[config.mk]
export PLATFORM = sky130hd
export DESIGN_NAME = zoom_mem_ctrl
export DESIGN_NICKNAME = d
export VERILOG_FILES = /design/src/hw/zoom_pkg.sv /design/src/hw/mem_access_timer.sv /design/src/hw/zoom_addr_sequencer.sv /design/src/hw/zoom_cmd_decode.sv /design/src/hw/zoom_mem_ctrl.sv
export SDC_FILE = /design/constraint.sdc
export NUM_CORES = 1
export LEC_CHECK = 0
export ABC_AREA = 1
export BUFFER_PORTS_ARGS = -buffer_cell sky130_fd_sc_hd__buf_2
export CAP_MARGIN = 25
export CORE_AREA = 2 2 130 132
export DETAILED_ROUTE_END_ITERATION = 7
export DIE_AREA = 0 0 132 134
export PLACE_DENSITY = 0.81
export SYNTH_ARGS = -nofsm -noshare
export SYNTH_HDL_FRONTEND = slang
export SYNTH_SLANG_ARGS = --single-unit
[constraint.sdc]
create_clock -name clock -period 7.43 [get_ports clock]
set_clock_uncertainty 0.1 [all_clocks]
set_input_delay 1.486 -clock clock [delete_from_list [all_inputs] [get_ports clock]]
set_output_delay 1.486 -clock clock [all_outputs]
set_load 0.01 [all_outputs]
[src/hw/zoom_pkg.sv]
package zoom_pkg;

    typedef logic [17:0] addr_t;  // frame-buffer word address
    typedef logic [9:0]  coord_t; // pixel column or row

    typedef enum logic [2:0] {
        op_read     = 3'd1,
        op_write    = 3'd2,
        op_zoom_in  = 3'd3,
        op_zoom_out = 3'd5
    } op_e;

    typedef enum logic [1:0] {
        kind_single,
        kind_zoom_in,
        kind_zoom_out,
        kind_none
    } op_kind_e;

    localparam coord_t IMG_WIDTH  = 10'd320;
    localparam coord_t IMG_HEIGHT = 10'd240;

    localparam addr_t SRC_BASE             = 18'd0;
    localparam addr_t DST_BASE             = 18'd96000;
    localparam addr_t ZOOM_IN_SRC_BASE     = 18'd19200;  // quarter-size image
    localparam addr_t ZOOM_IN_DST_BASE     = 18'd76800;
    localparam addr_t ZOOM_IN_ALT_SRC_BASE = 18'd96000;
    localparam addr_t ZOOM_IN_ALT_DST_BASE = 18'd153600;

    // decimation windows inside the destination frame
    localparam coord_t WIN2_X0 = 10'd80;
    localparam coord_t WIN2_Y0 = 10'd60;
    localparam coord_t WIN2_W  = 10'd160;
    localparam coord_t WIN2_H  = 10'd120;
    localparam coord_t WIN4_X0 = 10'd120;
    localparam coord_t WIN4_Y0 = 10'd90;
    localparam coord_t WIN4_W  = 10'd80;
    localparam coord_t WIN4_H  = 10'd60;

    localparam logic [2:0] ACCESS_CYCLES = 3'd4; // cycles each access is held

endpackage

[src/hw/mem_access_timer.sv]
module mem_access_timer (
    input  logic            clock,
    input  logic            reset,
    input  logic            acc_req,
    input  zoom_pkg::addr_t acc_addr,
    input  logic            acc_write,
    output logic            acc_ack,
    output zoom_pkg::addr_t mem_addr,
    output logic            mem_write,
    output logic            mem_busy
);

    logic [2:0] count;  // cycles the access has been held
    logic       launch;

    assign launch = acc_req && !mem_busy && !acc_ack;

    always_ff @(posedge clock) begin
        if (reset) begin
            acc_ack   <= 1'b0;
            mem_busy  <= 1'b0;
            mem_write <= 1'b0;
            count     <= '0;
        end else if (mem_busy) begin
            count <= count + 3'd1;
            if (count == zoom_pkg::ACCESS_CYCLES - 3'd1) begin
                mem_busy  <= 1'b0;
                mem_write <= 1'b0;
                acc_ack   <= 1'b1;
            end
        end else if (acc_ack) begin
            if (!acc_req) acc_ack <= 1'b0; // request released
        end else if (launch) begin
            mem_busy  <= 1'b1;
            mem_write <= acc_write;
            count     <= '0;
        end
    end

    always_ff @(posedge clock) begin
        if (launch) mem_addr <= acc_addr;
    end

    req_held_until_ack: assert property (@(posedge clock) disable iff (reset)
        acc_req && !acc_ack |=> acc_req);

endmodule

[src/hw/zoom_addr_sequencer.sv]
module zoom_addr_sequencer (
    input  logic               clock,
    input  logic               reset,
    input  logic               start,
    input  zoom_pkg::op_kind_e kind,
    input  logic               factor_four,
    input  zoom_pkg::addr_t    src_base,
    input  zoom_pkg::addr_t    dst_base,
    input  logic               acc_ack,
    output logic               acc_req,
    output zoom_pkg::addr_t    acc_addr,
    output logic               acc_write,
    output logic               finished
);

    typedef enum logic [2:0] {
        s_idle,
        s_issue,
        s_wait_hi,
        s_wait_lo,
        s_next
    } state_t;

    state_t           state;
    zoom_pkg::coord_t x;
    zoom_pkg::coord_t y;
    logic             phase;  // 0 read, 1 write
    zoom_pkg::coord_t last_x;
    zoom_pkg::coord_t last_y;
    zoom_pkg::coord_t org_x;
    zoom_pkg::coord_t org_y;
    logic [1:0]       shift;  // log2 of the decimation factor
    logic             last_pixel;
    zoom_pkg::addr_t  next_addr;

    // walk extent and destination origin of the active command
    always_comb begin
        if (kind == zoom_pkg::kind_zoom_in) begin
            last_x = zoom_pkg::IMG_WIDTH - 10'd1;
            last_y = zoom_pkg::IMG_HEIGHT - 10'd1;
            org_x  = '0;
            org_y  = '0;
        end else if (factor_four) begin
            last_x = zoom_pkg::WIN4_W - 10'd1;
            last_y = zoom_pkg::WIN4_H - 10'd1;
            org_x  = zoom_pkg::WIN4_X0;
            org_y  = zoom_pkg::WIN4_Y0;
        end else begin
            last_x = zoom_pkg::WIN2_W - 10'd1;
            last_y = zoom_pkg::WIN2_H - 10'd1;
            org_x  = zoom_pkg::WIN2_X0;
            org_y  = zoom_pkg::WIN2_Y0;
        end
        shift = factor_four ? 2'd2 : 2'd1;
    end

    assign last_pixel = (x == last_x) && (y == last_y);

    always_comb begin
        if (kind == zoom_pkg::kind_single) begin
            next_addr = src_base;
        end else if (phase) begin
            next_addr = dst_base
                      + zoom_pkg::addr_t'(y + org_y) * zoom_pkg::addr_t'(zoom_pkg::IMG_WIDTH)
                      + zoom_pkg::addr_t'(x + org_x);
        end else if (kind == zoom_pkg::kind_zoom_in) begin
            next_addr = src_base // nearest neighbour, half coordinates
                      + zoom_pkg::addr_t'(y >> 1) * zoom_pkg::addr_t'(zoom_pkg::IMG_WIDTH)
                      + zoom_pkg::addr_t'(x >> 1);
        end else begin
            next_addr = src_base
                      + (zoom_pkg::addr_t'(y) << shift) * zoom_pkg::addr_t'(zoom_pkg::IMG_WIDTH)
                      + (zoom_pkg::addr_t'(x) << shift);
        end
    end

    always_ff @(posedge clock) begin
        if (reset) begin
            state     <= s_idle;
            acc_req   <= 1'b0;
            acc_write <= 1'b0;
            finished  <= 1'b0;
            phase     <= 1'b0;
            x         <= '0;
            y         <= '0;
        end else begin
            finished <= 1'b0;
            case (state)
                s_idle: begin
                    if (start) begin
                        x     <= '0;
                        y     <= '0;
                        phase <= (kind == zoom_pkg::kind_single) ? factor_four : 1'b0;
                        state <= s_issue;
                    end
                end
                s_issue: begin
                    acc_req   <= 1'b1;
                    acc_write <= phase;
                    state     <= s_wait_hi;
                end
                s_wait_hi: begin
                    if (acc_ack) begin
                        acc_req <= 1'b0;
                        state   <= s_wait_lo;
                    end
                end
                s_wait_lo: begin
                    if (!acc_ack) state <= s_next;
                end
                s_next: begin
                    if (kind == zoom_pkg::kind_single || (phase && last_pixel)) begin
                        finished <= 1'b1;
                        state    <= s_idle;
                    end else begin
                        phase <= !phase;
                        if (phase) begin // write done so move to the next pixel
                            if (x == last_x) begin
                                x <= '0;
                                y <= y + 10'd1;
                            end else begin
                                x <= x + 10'd1;
                            end
                        end
                        state <= s_issue;
                    end
                end
                default: state <= s_idle;
            endcase
        end
    end

    always_ff @(posedge clock) begin
        if (state == s_issue) acc_addr <= next_addr;
    end

    ack_only_on_req: assert property (@(posedge clock) disable iff (reset)
        $rose(acc_ack) |-> acc_req);

endmodule

[src/hw/zoom_cmd_decode.sv]
module zoom_cmd_decode (
    input  logic               clock,
    input  logic               reset,
    input  logic               req,
    input  logic [2:0]         operation,
    input  logic               zoom_alt,
    input  zoom_pkg::addr_t    addr_base,
    input  logic               finished,
    output logic               ack,
    output logic               start,
    output zoom_pkg::op_kind_e kind,
    output logic               factor_four, // for a single access this is the write flag
    output zoom_pkg::addr_t    src_base,
    output zoom_pkg::addr_t    dst_base
);

    zoom_pkg::op_kind_e next_kind;
    logic               next_factor;
    zoom_pkg::addr_t    next_src;
    zoom_pkg::addr_t    next_dst;
    logic               busy;   // a command is running in the sequencer
    logic               accept;

    assign accept = req && !ack && !busy;

    always_comb begin
        next_kind   = zoom_pkg::kind_none;
        next_factor = 1'b0;
        next_src    = addr_base;
        next_dst    = addr_base;
        case (operation)
            zoom_pkg::op_read, zoom_pkg::op_write: begin
                next_kind   = zoom_pkg::kind_single;
                next_factor = (operation == zoom_pkg::op_write);
            end
            zoom_pkg::op_zoom_in: begin
                next_kind = zoom_pkg::kind_zoom_in;
                next_src  = zoom_alt ? zoom_pkg::ZOOM_IN_ALT_SRC_BASE : zoom_pkg::ZOOM_IN_SRC_BASE;
                next_dst  = zoom_alt ? zoom_pkg::ZOOM_IN_ALT_DST_BASE : zoom_pkg::ZOOM_IN_DST_BASE;
            end
            zoom_pkg::op_zoom_out: begin
                next_kind   = zoom_pkg::kind_zoom_out;
                next_factor = zoom_alt; // alternate selects decimation by four
                next_src    = zoom_pkg::SRC_BASE;
                next_dst    = zoom_pkg::DST_BASE;
            end
            default: next_kind = zoom_pkg::kind_none; // acked at once, no access
        endcase
    end

    always_ff @(posedge clock) begin
        if (reset) begin
            ack   <= 1'b0;
            start <= 1'b0;
            busy  <= 1'b0;
        end else begin
            start <= 1'b0;
            if (accept) begin
                start <= (next_kind != zoom_pkg::kind_none);
                busy  <= (next_kind != zoom_pkg::kind_none);
                ack   <= (next_kind == zoom_pkg::kind_none);
            end else if (finished) begin
                busy <= 1'b0;
                ack  <= 1'b1;
            end else if (ack && !req) begin
                ack <= 1'b0; // four-phase release
            end
        end
    end

    // held for the whole command, the sequencer samples them on start
    always_ff @(posedge clock) begin
        if (accept) begin
            kind        <= next_kind;
            factor_four <= next_factor;
            src_base    <= next_src;
            dst_base    <= next_dst;
        end
    end

    ack_needs_req: assert property (@(posedge clock) disable iff (reset)
        $rose(ack) |-> req);

endmodule

[src/hw/zoom_mem_ctrl.sv]
module zoom_mem_ctrl (
    input  logic            clock,
    input  logic            reset,
    input  logic            req,
    input  logic [2:0]      operation,
    input  logic            zoom_alt,
    input  zoom_pkg::addr_t addr_base,
    output logic            ack,
    output zoom_pkg::addr_t mem_addr,
    output logic            mem_write,
    output logic            mem_busy
);

    logic               start;
    logic               finished;
    zoom_pkg::op_kind_e kind;
    logic               factor_four;
    zoom_pkg::addr_t    src_base;
    zoom_pkg::addr_t    dst_base;
    logic               acc_req;
    logic               acc_ack;
    zoom_pkg::addr_t    acc_addr;
    logic               acc_write;

    zoom_cmd_decode u_decode (
        .clock       (clock),
        .reset       (reset),
        .req         (req),
        .operation   (operation),
        .zoom_alt    (zoom_alt),
        .addr_base   (addr_base),
        .finished    (finished),
        .ack         (ack),
        .start       (start),
        .kind        (kind),
        .factor_four (factor_four),
        .src_base    (src_base),
        .dst_base    (dst_base)
    );

    zoom_addr_sequencer u_sequencer (
        .clock       (clock),
        .reset       (reset),
        .start       (start),
        .kind        (kind),
        .factor_four (factor_four),
        .src_base    (src_base),
        .dst_base    (dst_base),
        .acc_ack     (acc_ack),
        .acc_req     (acc_req),
        .acc_addr    (acc_addr),
        .acc_write   (acc_write),
        .finished    (finished)
    );

    mem_access_timer u_timer (
        .clock     (clock),
        .reset     (reset),
        .acc_req   (acc_req),
        .acc_addr  (acc_addr),
        .acc_write (acc_write),
        .acc_ack   (acc_ack),
        .mem_addr  (mem_addr),
        .mem_write (mem_write),
        .mem_busy  (mem_busy)
    );

endmodule

==> qor.csv <==
metric,value,unit
status,completed,
die height,134,um
crit path time final,5490,ps
gr ovfl total,0,
ANT nets after route,0,
vias in the first global route,8928,
WL/cell,17.2,um
Yosys reg bits,102,
mux share of post-synthesis cell area,0,%
Final setup viols,0,
# nets final,1622,
ratio of cells with drive above 1 in the final layout,7.01,%
Syn Area/Cell,7.31,sq um
DRC Markers,0,
hold crit path type,reg2reg,
largest net degree at the start of global routing,32,
CTS tree,done,
GRT Util Overall,32.7,%
die area,17700,sq um
VDD IR-drop max,0.192,mV
top-level I/O count,46,
Post-CTS Resized,0,
DP Wirelength,22.7,mm
WHS Endpoint,u_timer.mem_addr[4],
post-synth top area cell,edfxtp_1,
via count,9592,
period utilization,73.9,%
endpoints failing hold,0,
Post-Synth Simple-Gate Area,24.1,%
CP endpoint kind,flop,
"EDFF count, synth",66,
Yosys cell types,52,
routed wire length,28.6,mm
placed insts,1645,
Synth top area share,19.4,%
sequential area share after synthesis,26.4,%
flop-to-flop setup slack,1940,ps
kind of critical path,reg2reg,
first-pass GRT wire length,45.6,mm
Clock Latency Late Sink,360,ps
total of warnings raised by yosys,0,
max incr delay on CP,440,ps
Main synth FF type,edfxtp_1,
Cells after Synth,1399,
Initial Util,62.8,%
Area Growth Syn to Fin,7.66,%
# diodes,0,
P per Cell Area,200,nW/um^2
Post-CTS Hold Buffers,0,
maxcap violations,0,
Core ar.,16300,sq um
Via density,5.77,
Static Leak,5.49,nW
RePlAce Congestion,0.992,
antenna violations before repair,1,
Slew @ Worst Pin,745,ps
Synth Area in Compound Gates,14.3,%
R2R cell count,26,
DP Area,10700,sq um
Die W,132,um
Post-Syn Area,10200,sq um
Max Fclk,0.182,GHz
CP startpoint kind,flop,
RSZ-0062 raised after global routing,no,
FILL cells,1458,
Pre-antenna DRT Iters,6,
crit path DAT,5510,ps
crit-path max FO,31,
Worst EP required,7440,ps
critical path's slowest cell,edfxtp_1,
Post-Synth XOR/XNOR Area,4.97,%
fin cells,1661,
"worst slack, placed",2080,ps
"top cells by area, synth","edfxtp_1, ha_1, nand2_1, inv_1, dfxtp_1",
CTS max path bufs,2,
Post-CTS Setup Inserts,0,
asr flop ratio synth,0,%
footprint of the multi-input gates,6640,sq um
Pins Over Slew Limit,0,
CTS buffer count,9,
design area,11000,sq um
PortBufs,45,
DRT iter0 DRCs,947,
Clock Sinks,102,
reg-to-reg endpoint,u_sequencer.acc_addr[16],
fin worst setup slack,1940,ps
TNS Setup,0,ps
Site Rows,47,
Register Area,2700,sq um
H-tree levels,3,
worst r2r src,u_decode.kind[0],
Post-Route Utilization,67.6,%
most frequent CP cell,ha_1,
largest family of logic cells by synthesized area,simple AND/OR/NAND/NOR gates,
CTS root buf,clkbuf_16,
hold_sp,u_sequencer.acc_addr[4],
Hold Crit Depth,0,
clk slew on worst S/H paths,70,ps
Synth Area in Adders,21.3,%
relative slew slack,50.1,%
[stage by stage]
stage	hold slack, ps	power [mW]
final	321	2.21
after global routing	335	2.34
after CTS	322	2.19
after detailed placement	305	1.68
after global placement	301	1.66
after floorplan	300	1.41
[cell families (layout without fill, tap and decap cells)]
kind of cell,Yosys count,count (layout)
AND/OR/NAND/NOR,575,575
AO/OA/AOI/OAI,268,268
buffers and inverters,233,273
adder cells (fa/ha/maj),161,161
flip-flops,102,102
XOR/XNOR,58,58
other,2,4
[routing by layer]
metal  routed length (um)  track usage (%)
met5                   16                0
met4                  767             9.96
met1                11900             44.3
met2                13200             53.7
met3                 2800             6.05
[registers in the layout, indices dropped and copies added (netlist names)]
name                   count
u_timer.mem_write          1
u_decode.busy              1
u_timer.mem_busy           1
u_sequencer.y             10
u_sequencer.acc_req        1
u_decode.start             1
u_timer.count              3
u_decode.dst_base         18
u_sequencer.phase          1
u_timer.acc_ack            1
u_sequencer.finished       1
u_decode.ack               1
u_decode.kind              2
u_sequencer.x             10
u_sequencer.acc_addr      18
u_sequencer.state          3
u_decode.factor_four       1
u_decode.src_base          9
u_timer.mem_addr          18
u_sequencer.acc_write      1
[power breakdown]
| group | leakage [nW] | switching, mW | total (mW) | internal [mW] |
|---|---|---|---|---|
| Clock | 0.159 | 0.229 | 0.515 | 0.287 |
| Sequential | 0.916 | 0.0620 | 0.807 | 0.745 |
| Combinational | 4.42 | 0.599 | 0.884 | 0.286 |
[cell usage after synthesis (2+ instances only)]
cell	instances
xor2_1	41
a31oi_1	6
or2_1	5
o21ai_0	94
nor3_1	22
o21bai_1	8
nor3b_1	3
buf_4	2
nor2_1	102
dfxtp_1	36
buf_1	4
a21oi_1	123
fa_1	22
xnor2_1	17
o211ai_1	5
nand3b_1	6
o21a_1	2
buf_2	4
ha_1	139
nand2_4	3
conb_1	2
a21o_1	4
o31ai_1	3
o22ai_1	5
edfxtp_1	66
inv_1	199
a21boi_0	2
a21oi_2	7
nand4_1	16
clkbuf_1	17
nand2_1	315
nand2_2	10
nand3_1	86
o21ai_1	2
inv_2	4
[area by class of cell]
type,instances,area share (%)
inverters,204,6.96
clock buffers,11,2.32
repair buffers,53,2.77
flip-flops and latches,102,24.5
clock inverters,5,0.568
well taps,220,2.50
multi-input cells,1066,60.3
[critical path, delay by kind of cell, from the launching register on]
family,cells,cell delay [ps]
adders and majority gates,5,1450
xor gates and xnor gates,2,350
buffers and inverters,4,370
AOI/OAI and AO/OA,7,1160
and+or+nand+nor,8,1350
DFF,1,440
[how the worst max path moves through the flow]
stage | endpoint | depth (start not counted) | from | slack (ps)
after detailed placement | u_sequencer.acc_addr[16] | 27 | u_decode.factor_four | 2080
after global placement | u_sequencer.acc_addr[16] | 26 | u_decode.kind[0] | 2180
final | u_sequencer.acc_addr[16] | 26 | u_decode.kind[0] | 1940
after floorplan | u_sequencer.acc_addr[16] | 27 | u_decode.kind[0] | 2280
after global routing | u_sequencer.acc_addr[16] | 27 | u_decode.kind[0] | 1490
after CTS | u_sequencer.acc_addr[16] | 27 | u_decode.kind[0] | 2040
[cells in the final DEF, fill, tap and decap left out, drive strengths merged, types with 17 or more instances in the layout]
cell type,synthesis,final
nand2,328,328
inv,203,206
ha,139,139
a21oi,130,130
nor2,104,104
o21ai,96,96
nand3,87,87
edfxtp,66,66
buf,11,53
xor2,41,41
dfxtp,36,36
fa,22,22
nor3,22,22
xnor2,17,17
nand4,17,17
Power figures use the tool's default switching activity.
